<file path="src/design/video_pkg.sv">
package video_pkg;

    typedef logic [15:0]  pixel_t;
    typedef logic [127:0] word_t;   // one stream beat

    localparam int PIX_PER_WORD = 8;

    typedef logic [5:0] level_t;    // FIFO word count

    // video enhance settings, driven out to the pixel pipe
    typedef struct packed {
        logic [7:0] lightdown_num;
        logic       lightdown_sw;
        logic [7:0] darkup_num;
        logic       darkup_sw;
    } enhance_t;

endpackage

</file>
<file path="src/design/pcie_pkg.sv">
package pcie_pkg;

    typedef logic [9:0]  tlp_len_t;  // length field in DW
    typedef logic [31:0] addr_t;     // host byte address
    typedef logic [15:0] req_id_t;
    typedef logic [7:0]  bus_num_t;
    typedef logic [4:0]  dev_num_t;
    typedef logic [11:0] cmd_off_t;  // low bits of the BAR address

    // 3DW memory write, fmt/type byte 0x40
    localparam logic [2:0] FMT_MWR32  = 3'b010;
    localparam logic [4:0] TYPE_MWR32 = 5'b00000;

    // command register offsets
    localparam cmd_off_t CMD_DMA_ADDR      = 12'h110;
    localparam cmd_off_t CMD_DMA_CLEAR     = 12'h130;
    localparam cmd_off_t CMD_LIGHTDOWN     = 12'h140;
    localparam cmd_off_t CMD_DARKUP        = 12'h150;
    localparam cmd_off_t CMD_ENHANCE_CLEAR = 12'h160;

    localparam logic [7:0] TAG_MWR = 8'h01;
    localparam logic [3:0] BE_ALL  = 4'hf;

    // frame buffer ring as seen by the writer
    typedef struct packed {
        addr_t [3:0] addr;   // entry 0 in the low bits
        logic        armed;  // all four entries non-zero
    } dma_addrs_t;

    // byte order reversal within one DW
    function automatic logic [31:0] dw_swap(input logic [31:0] dw);
        logic [31:0] res;
        res = {dw[7:0], dw[15:8], dw[23:16], dw[31:24]};
        return res;
    endfunction

endpackage
</file>
<file path="src/design/pcie_dma_ctrl.sv">
module pcie_dma_ctrl #(
    parameter int TLP_DW     = 16,
    parameter int FIFO_DEPTH = 32
) (
    input  logic                clk,
    input  logic                rstn,
    input  logic                rx_tvalid,
    input  video_pkg::word_t    rx_tdata,
    input  logic                rx_tlast,
    input  pcie_pkg::bus_num_t  bus_num,
    input  pcie_pkg::dev_num_t  dev_num,
    input  logic                vs,
    input  logic                de,
    input  video_pkg::pixel_t   pix_data,
    output logic                tx_tvalid,
    output video_pkg::word_t    tx_tdata,
    output logic                tx_tlast,
    input  logic                tx_tready,
    output video_pkg::enhance_t enhance
);
    import pcie_pkg::*;
    import video_pkg::*;

    dma_addrs_t dma_addrs;
    logic       dma_clear;
    logic       frame_active;
    logic       rd_en;
    word_t      rd_data;
    level_t     level;

    cmd_decoder u_cmd (
        .clk       (clk),
        .rstn      (rstn),
        .rx_tvalid (rx_tvalid),
        .rx_tdata  (rx_tdata),
        .rx_tlast  (rx_tlast),
        .dma_addrs (dma_addrs),
        .enhance   (enhance),
        .dma_clear (dma_clear)
    );

    pixel_fifo #(.FIFO_DEPTH(FIFO_DEPTH)) u_fifo (
        .clk      (clk),
        .rstn     (rstn),
        .flush    (vs || dma_clear),     // emptied during vertical blank
        .wr_en    (de && frame_active),
        .pix_data (pix_data),
        .rd_en    (rd_en),
        .rd_data  (rd_data),
        .level    (level)
    );

    mwr_tx #(.TLP_DW(TLP_DW)) u_tx (
        .clk          (clk),
        .rstn         (rstn),
        .vs           (vs),
        .dma_addrs    (dma_addrs),
        .dma_clear    (dma_clear),
        .bus_num      (bus_num),
        .dev_num      (dev_num),
        .level        (level),
        .rd_data      (rd_data),
        .rd_en        (rd_en),
        .frame_active (frame_active),
        .tx_tvalid    (tx_tvalid),
        .tx_tdata     (tx_tdata),
        .tx_tlast     (tx_tlast),
        .tx_tready    (tx_tready)
    );

endmodule

</file>
<file path="src/design/mwr_tx.sv">
module mwr_tx #(
    parameter int TLP_DW = 16
) (
    input  logic                 clk,
    input  logic                 rstn,
    input  logic                 vs,
    input  pcie_pkg::dma_addrs_t dma_addrs,
    input  logic                 dma_clear,
    input  pcie_pkg::bus_num_t   bus_num,
    input  pcie_pkg::dev_num_t   dev_num,
    input  video_pkg::level_t    level,
    input  video_pkg::word_t     rd_data,
    output logic                 rd_en,
    output logic                 frame_active,
    output logic                 tx_tvalid,
    output video_pkg::word_t     tx_tdata,
    output logic                 tx_tlast,
    input  logic                 tx_tready
);
    import pcie_pkg::*;
    import video_pkg::*;

    localparam int BEATS = TLP_DW / 4;  // 128-bit data beats per TLP
    localparam int CW    = $clog2(BEATS);

    typedef enum logic [1:0] {
        ST_IDLE,
        ST_HDR,
        ST_DATA
    } tx_state_t;

    tx_state_t     state;
    logic          vs_d0;
    logic          vs_d1;
    logic          vs_rise;
    logic          vs_fall;
    logic [1:0]    page;
    addr_t         cur_addr;   // address of the next TLP
    logic [CW-1:0] beat_cnt;
    req_id_t       req_id;
    word_t         hdr_word;
    word_t         data_swap;

    assign vs_rise = vs_d0 && !vs_d1;  // frame end
    assign vs_fall = !vs_d0 && vs_d1;  // frame start
    assign req_id  = {bus_num, dev_num, 3'b000};

    // 3DW MWr header, upper DW unused
    assign hdr_word = {32'd0, cur_addr, req_id, TAG_MWR, BE_ALL, BE_ALL,
                       FMT_MWR32, TYPE_MWR32, 14'd0, tlp_len_t'(TLP_DW)};

    always_comb begin
        for (int i = 0; i < 4; i++) begin
            data_swap[32*i +: 32] = dw_swap(rd_data[32*i +: 32]);
        end
    end

    assign tx_tdata = (state == ST_DATA) ? data_swap : hdr_word;
    assign rd_en    = (state == ST_DATA) && tx_tready;  // pop on accepted data beat

    always_ff @(posedge clk) begin
        if (!rstn) begin
            vs_d0 <= 1'b0;
            vs_d1 <= 1'b0;
        end else begin
            vs_d0 <= vs;
            vs_d1 <= vs_d0;
        end
    end

    // frame state and buffer page
    always_ff @(posedge clk) begin
        if (!rstn || dma_clear) begin
            frame_active <= 1'b0;
            page         <= 2'd0;
        end else if (vs_rise) begin
            frame_active <= 1'b0;
            if (dma_addrs.armed) begin
                page <= page + 2'd1;  // pages only rotate while armed
            end
        end else if (vs_fall && dma_addrs.armed) begin
            frame_active <= 1'b1;
        end
    end

    always_ff @(posedge clk) begin
        if (vs_rise) begin
            cur_addr <= dma_addrs.addr[page];
        end else if (state == ST_DATA && tx_tready && tx_tlast) begin
            cur_addr <= cur_addr + addr_t'(TLP_DW * 4);
        end
    end

    always_ff @(posedge clk) begin
        if (!rstn || dma_clear || vs_rise) begin
            state     <= ST_IDLE;
            tx_tvalid <= 1'b0;
            tx_tlast  <= 1'b0;
            beat_cnt  <= '0;
        end else begin
            case (state)
                ST_IDLE: begin
                    if (frame_active && level >= level_t'(BEATS)) begin
                        state     <= ST_HDR;
                        tx_tvalid <= 1'b1;
                    end
                end
                ST_HDR: begin
                    if (tx_tready) begin
                        state    <= ST_DATA;
                        beat_cnt <= '0;
                    end
                end
                ST_DATA: begin
                    if (tx_tready) begin
                        if (tx_tlast) begin
                            state     <= ST_IDLE;
                            tx_tvalid <= 1'b0;
                            tx_tlast  <= 1'b0;
                        end else begin
                            beat_cnt <= beat_cnt + 1'b1;
                            tx_tlast <= (beat_cnt == CW'(BEATS - 2));  // next beat is last
                        end
                    end
                end
                default: state <= ST_IDLE;
            endcase
        end
    end

endmodule

</file>
<file path="src/design/pixel_fifo.sv">
module pixel_fifo #(
    parameter int FIFO_DEPTH = 32
) (
    input  logic              clk,
    input  logic              rstn,
    input  logic              flush,
    input  logic              wr_en,
    input  video_pkg::pixel_t pix_data,
    input  logic              rd_en,
    output video_pkg::word_t  rd_data,
    output video_pkg::level_t level
);
    import video_pkg::*;

    localparam int AW = $clog2(FIFO_DEPTH);
    localparam int PW = $clog2(PIX_PER_WORD);

    pixel_t [PIX_PER_WORD-2:0] pack;  // pixels waiting for the last one of the word
    logic   [PW-1:0]           pix_idx;
    logic                      last_pix;
    word_t                     mem [FIFO_DEPTH];
    logic   [AW-1:0]           wr_ptr;
    logic   [AW-1:0]           rd_ptr;
    logic                      full;
    logic                      word_wr;
    logic                      word_rd;

    assign last_pix = (pix_idx == PW'(PIX_PER_WORD - 1));
    assign full     = (level == level_t'(FIFO_DEPTH));
    assign word_wr  = wr_en && last_pix && !full;  // drop on overflow
    assign word_rd  = rd_en && (level != '0);
    assign rd_data  = mem[rd_ptr];                 // show-ahead head word

    always_ff @(posedge clk) begin
        if (wr_en && !last_pix) begin
            pack[pix_idx] <= pix_data;
        end
        if (word_wr) begin
            mem[wr_ptr] <= {pix_data, pack};  // pixel 0 ends up in the low bits
        end
    end

    always_ff @(posedge clk) begin
        if (!rstn || flush) begin
            pix_idx <= '0;
            wr_ptr  <= '0;
            rd_ptr  <= '0;
            level   <= '0;
        end else begin
            if (wr_en) begin
                pix_idx <= last_pix ? '0 : pix_idx + 1'b1;
            end
            if (word_wr) begin
                wr_ptr <= wr_ptr + 1'b1;
            end
            if (word_rd) begin
                rd_ptr <= rd_ptr + 1'b1;
            end
            case ({word_wr, word_rd})
                2'b10:   level <= level + 1'b1;
                2'b01:   level <= level - 1'b1;
                default: level <= level;
            endcase
        end
    end

endmodule

</file>
<file path="src/design/cmd_decoder.sv">
module cmd_decoder (
    input  logic                 clk,
    input  logic                 rstn,
    input  logic                 rx_tvalid,
    input  video_pkg::word_t     rx_tdata,
    input  logic                 rx_tlast,
    output pcie_pkg::dma_addrs_t dma_addrs,
    output video_pkg::enhance_t  enhance,
    output logic                 dma_clear
);
    import pcie_pkg::*;

    typedef enum logic [1:0] {
        RING_0,
        RING_1,
        RING_2,
        RING_3
    } ring_t;

    logic        first_beat;  // next valid beat opens a packet
    logic        hdr_seen;    // header taken, payload beat pending
    logic        hdr_cmd;     // header is a 1-DW MWr32
    cmd_off_t    hdr_off;
    ring_t       ring_ptr;
    addr_t [3:0] ring;
    addr_t       payload;
    logic        cmd_hit;

    assign payload = dw_swap(rx_tdata[31:0]);
    assign cmd_hit = rx_tvalid && hdr_seen && hdr_cmd;

    always_comb begin
        dma_addrs.addr  = ring;
        dma_addrs.armed = (ring[0] != '0) && (ring[1] != '0) &&
                          (ring[2] != '0) && (ring[3] != '0);
    end

    // packet position
    always_ff @(posedge clk) begin
        if (!rstn) begin
            first_beat <= 1'b1;
            hdr_seen   <= 1'b0;
        end else if (rx_tvalid) begin
            first_beat <= rx_tlast;
            hdr_seen   <= first_beat && !rx_tlast;
        end
    end

    always_ff @(posedge clk) begin
        if (rx_tvalid && first_beat) begin
            hdr_cmd <= ({rx_tdata[31:29], rx_tdata[28:24]} == {FMT_MWR32, TYPE_MWR32}) &&
                       (rx_tdata[9:0] == tlp_len_t'(1));
            hdr_off <= rx_tdata[75:64];
        end
    end

    always_ff @(posedge clk) begin
        if (!rstn) begin
            ring_ptr  <= RING_0;
            ring      <= '0;
            enhance   <= '0;
            dma_clear <= 1'b0;
        end else begin
            dma_clear <= 1'b0;
            if (cmd_hit) begin
                case (hdr_off)
                    CMD_DMA_ADDR: begin
                        ring[ring_ptr] <= payload;
                        ring_ptr       <= ring_t'(ring_ptr + 2'd1);  // wraps after entry 3
                    end
                    CMD_DMA_CLEAR: begin
                        ring      <= '0;
                        ring_ptr  <= RING_0;
                        enhance   <= '0;
                        dma_clear <= 1'b1;
                    end
                    CMD_LIGHTDOWN: begin
                        enhance.lightdown_num <= payload[7:0];
                        enhance.lightdown_sw  <= 1'b1;
                    end
                    CMD_DARKUP: begin
                        enhance.darkup_num <= payload[7:0];
                        enhance.darkup_sw  <= 1'b1;
                    end
                    CMD_ENHANCE_CLEAR: enhance <= '0;
                    default: ;  // other offsets ignored
                endcase
            end
        end
    end

endmodule

</file>
<file path="config.mk">
export PLATFORM = sky130hd
export DESIGN_NAME = pcie_dma_ctrl
export DESIGN_NICKNAME = d
export VERILOG_FILES = /design/src/design/video_pkg.sv /design/src/design/pcie_pkg.sv /design/src/design/pcie_dma_ctrl.sv /design/src/design/mwr_tx.sv /design/src/design/pixel_fifo.sv /design/src/design/cmd_decoder.sv
export SDC_FILE = /design/constraint.sdc
export NUM_CORES = 2
export LEC_CHECK = 0
export BUFFER_PORTS_ARGS = -buffer_cell sky130_fd_sc_hd__buf_2
export CAP_MARGIN = 20
export CORE_ASPECT_RATIO = 1.25
export CORE_UTILIZATION = 45
export DETAILED_ROUTE_END_ITERATION = 8
export REMOVE_ABC_BUFFERS = 1
export SYNTH_ARGS = -nofsm -noshare
export SYNTH_HDL_FRONTEND = slang
export SYNTH_SLANG_ARGS = --single-unit
</file>
<file path="constraint.sdc">
create_clock -name clk -period 7.2 [get_ports clk]
set_input_delay 0 -clock clk [delete_from_list [all_inputs] [get_ports clk]]
set_output_delay 0 -clock clk [all_outputs]
set_load 0.05 [all_outputs]
</file>
==> results.txt <==
Status - complete, no violations
Die span in y - 687.8 um
Final-report max-slew violation count - 0
Grt met2 use - 0.4130
Critical path class - flip-flop to output port
H-tree depth - 5
Met3 Use GR - 0.03028
WP data arrival - 4.98 ns
Crit path required time - 7.20 ns
Post-DP Area - 177500 sq um
Initial drt markers - 9856
Placer Congestion - 0.7981
Initial Util - 0.4527
Post-synth EDFFs - 4253
Worst slew margin - 0.2250
Setup crit end kind - output port
Synth Instances - 7711
Final core occ - 0.5152
Final hold vios - 0
Busiest layer in global routing - met2
Drt via density - 6.162
All-Layer GR Usage - 0.2385
Synth Flop Type - edfxtp_1
Post-synthesis cell area - 169300 sq um
Post-CTS Setup Inserts - 0
HPWL after DPL - 218.8 mm
MaxCap Viol Count - 0
Met1 Usage GRT - 0.3185
Vias in the first global route - 85921
RSZ-0062 raised after global routing - false
Global-route wire length before repair - 638.3 mm
CP max FO - 36
Clk_lat worst skew - 1.01 ns
Cts bufs inserted - 428
Layout cells sized above 1 - 0.2630
DRT Pass-1 Iters - 6
IO buf count - 227
Synth async-reset ratio - 0
WP buf/inv - 2
Core area - 374000 sq um
CP peak stage delay - 0.95 ns
Clock Tree Root - clkbuf_16
Worst Hold Margin - 0.08075 ns
Sequential share of the synthesized area - 0.7762
DRT Wirelength - 453.5 mm
Register Area - 131500 sq um
Post-CTS sizing - 0
Crit share post-route - 0.6913
F_max - 200.9 MHz
Setup Viol. Count Final - 0
Max IR drop VDD - 222.2 uV
Initial antenna violation count - 27
Leak - 57.86 nW
CTS tree - built
TNS Setup - 0 ns
Global route total overflow - 0
Largest net degree at the start of global routing - 121
Final setup margin - 2.222 ns
Remaining DRCs - 0
#FFs+latches synth - 4439
Delay-heaviest family, CP - flip-flops
PwrDens - 262.9 nW/um^2
Site Rows - 251
Slowest cell on crit path - dfxtp_4
Die Wd - 550.7 um
Area Overhead vs Synth - 13.80%
Critical Path, Cell by Cell - buf_4 > mux4_2 > a22oi_1 > a21oi_1 > nor2_1 > o21ai_0 > buf_2
# nets final - 8409
WL/cell - 33.49 um
Least-Margin Pin Slew - 1.162 ns
Multi-input combinational cell area - 36190 sq um
Cell variety after synth - 61
Warnings, synthesis - 0
Worst Skew - 0.07252 ns
Vias - 83445
CTS max path bufs - 4
Clock slew at reported path FFs - 0.06 ns
Fillers - 28893
I/O Pins - 312
Place WS - 3.200 ns
Final Cell Area - 192700 sq um
Tmin final - 4.978 ns
Avg Cell Area, Syn - 21.96 sq um
Clock Sinks - 4439
Worst hold path type - primary input to flip-flop
Startpoint types - flip-flop
DIE AREA - 378800 sq um
Post-DRT Antenna Nets - 0
layout by cell type (no fill, tap or decap), types with 72 or more instances in the layout:
cell type,count
edfxtp_1,4253
mux4_2,1127
clkbuf_16,440
a21oi_1,297
buf_2,228
nand2_1,199
dfxtp_1,180
nand3_1,173
a22oi_1,148
buf_4,124
dlygate4sd3_1,123
mux2i_1,99
clkbuf_1,94
clkinv_1,88
nor2b_1,86
a211oi_1,83
buf_12,76
clkinv_2,74
a22o_1,72
repair_timing:
item / CTS / global route
hold buffers: 123 / 0
setup endpoints to repair: 0 / 0
hold endpoints to repair: 873 / 0
through the flow:
stage | total power, mW | cells
after detailed placement | 28.78 | 12606
final | 50.66 | 13541
after global routing | 51.88 | 13528
after CTS | 50.97 | 13511
after global placement | 28.77 | 12604
after floorplan | 28.57 | 7245
cells by family (layout without fill, tap and decap cells):
logic type / after synthesis / count (layout) / synth area share
AO/OA/AOI/OAI: 765 / 765 / 0.02981
XOR/XNOR: 34 / 34 / 0.001759
adder cells (fa/ha/maj): 16 / 16 / 0.001182
buffers and inverters: 486 / 1356 / 0.01218
flip-flops: 4439 / 4439 / 0.7762
multiplexers: 1251 / 1251 / 0.1574
other: 0 / 27 / 0
AND/OR/NAND/NOR: 720 / 720 / 0.02147
synth_stat cells (72+ instances only):
cell type | count | area share
a211oi_1 | 83 | 0.0037
a21oi_1 | 297 | 0.0088
a22o_1 | 72 | 0.0037
a22oi_1 | 148 | 0.0066
buf_2 | 106 | 0.0031
clkbuf_1 | 282 | 0.0063
dfxtp_1 | 186 | 0.022
edfxtp_1 | 4253 | 0.75
mux2i_1 | 99 | 0.0059
mux4_2 | 1127 | 0.15
nand2_1 | 200 | 0.0044
nand3_1 | 173 | 0.0051
nor2_1 | 86 | 0.0019
nor2b_1 | 92 | 0.0034
flip-flops by register name, indices dropped and copies added, names as in the netlist, 2 cells and up, named ones only:
| name | flops |
|---|---|
| u_cmd.ring_ptr | 2 |
| u_tx.beat_cnt | 2 |
| u_tx.cur_addr | 32 |
| u_tx.page | 2 |
| u_fifo.wr_ptr | 5 |
| u_cmd.dma_addrs | 128 |
| u_fifo.level | 6 |
| u_cmd.hdr_off | 12 |
| u_tx.state | 2 |
| u_fifo.rd_ptr | 5 |
| u_fifo.pack | 112 |
| u_fifo.mem | 4096 |
| u_cmd.enhance | 18 |
| u_fifo.pix_idx | 3 |
final timing paths:
check / startpoint / endpoint / slack [ns] / cells after the start
worst max-delay path: flip-flop / tx_tdata[94] / 2.22 / 7
worst min-delay path: de / u_fifo.pix_idx[1] / 0.08 / 5
worst max register to register: u_fifo.pix_idx[1] / u_fifo.mem[6][68] / 3.18 / 8
worst min register to register: u_cmd.dma_addrs[122] / u_cmd.dma_addrs[122] / 0.46 / 2
power by group:
group	leakage (nW)	switching (mW)	internal, mW	total, mW
combinational	11.4	0.242	0.0975	0.339
clock	6.77	9.61	12.8	22.4
sequential	39.7	0.0237	27.9	27.9
tightest hold or removal path, cell delays in order:
cell,delay (ns)
dlygate4sd3_1,0.58
buf_2,0.15
nand2_1,0.11
nand2_1,0.09
a21oi_1,0.06
final cells by class:
class	instances	share of cell area
diodes	27	0.0003506
clock buffers	546	0.05969
clock inverters	236	0.01212
inverters	20	0.0003896
multi-input cells	2786	0.1878
flip-flops and latches	4439	0.6821
well taps	4933	0.03203
repair buffers	554	0.02546
per-layer routing:
metal  share of wire  up-vias
met3           0.069      606
met1            0.39    45675
met2            0.51     3488
met4           0.026        2
met5        0.000018        -
li1                -    33674
No activity file was read; power rests on OpenSTA's default activity.
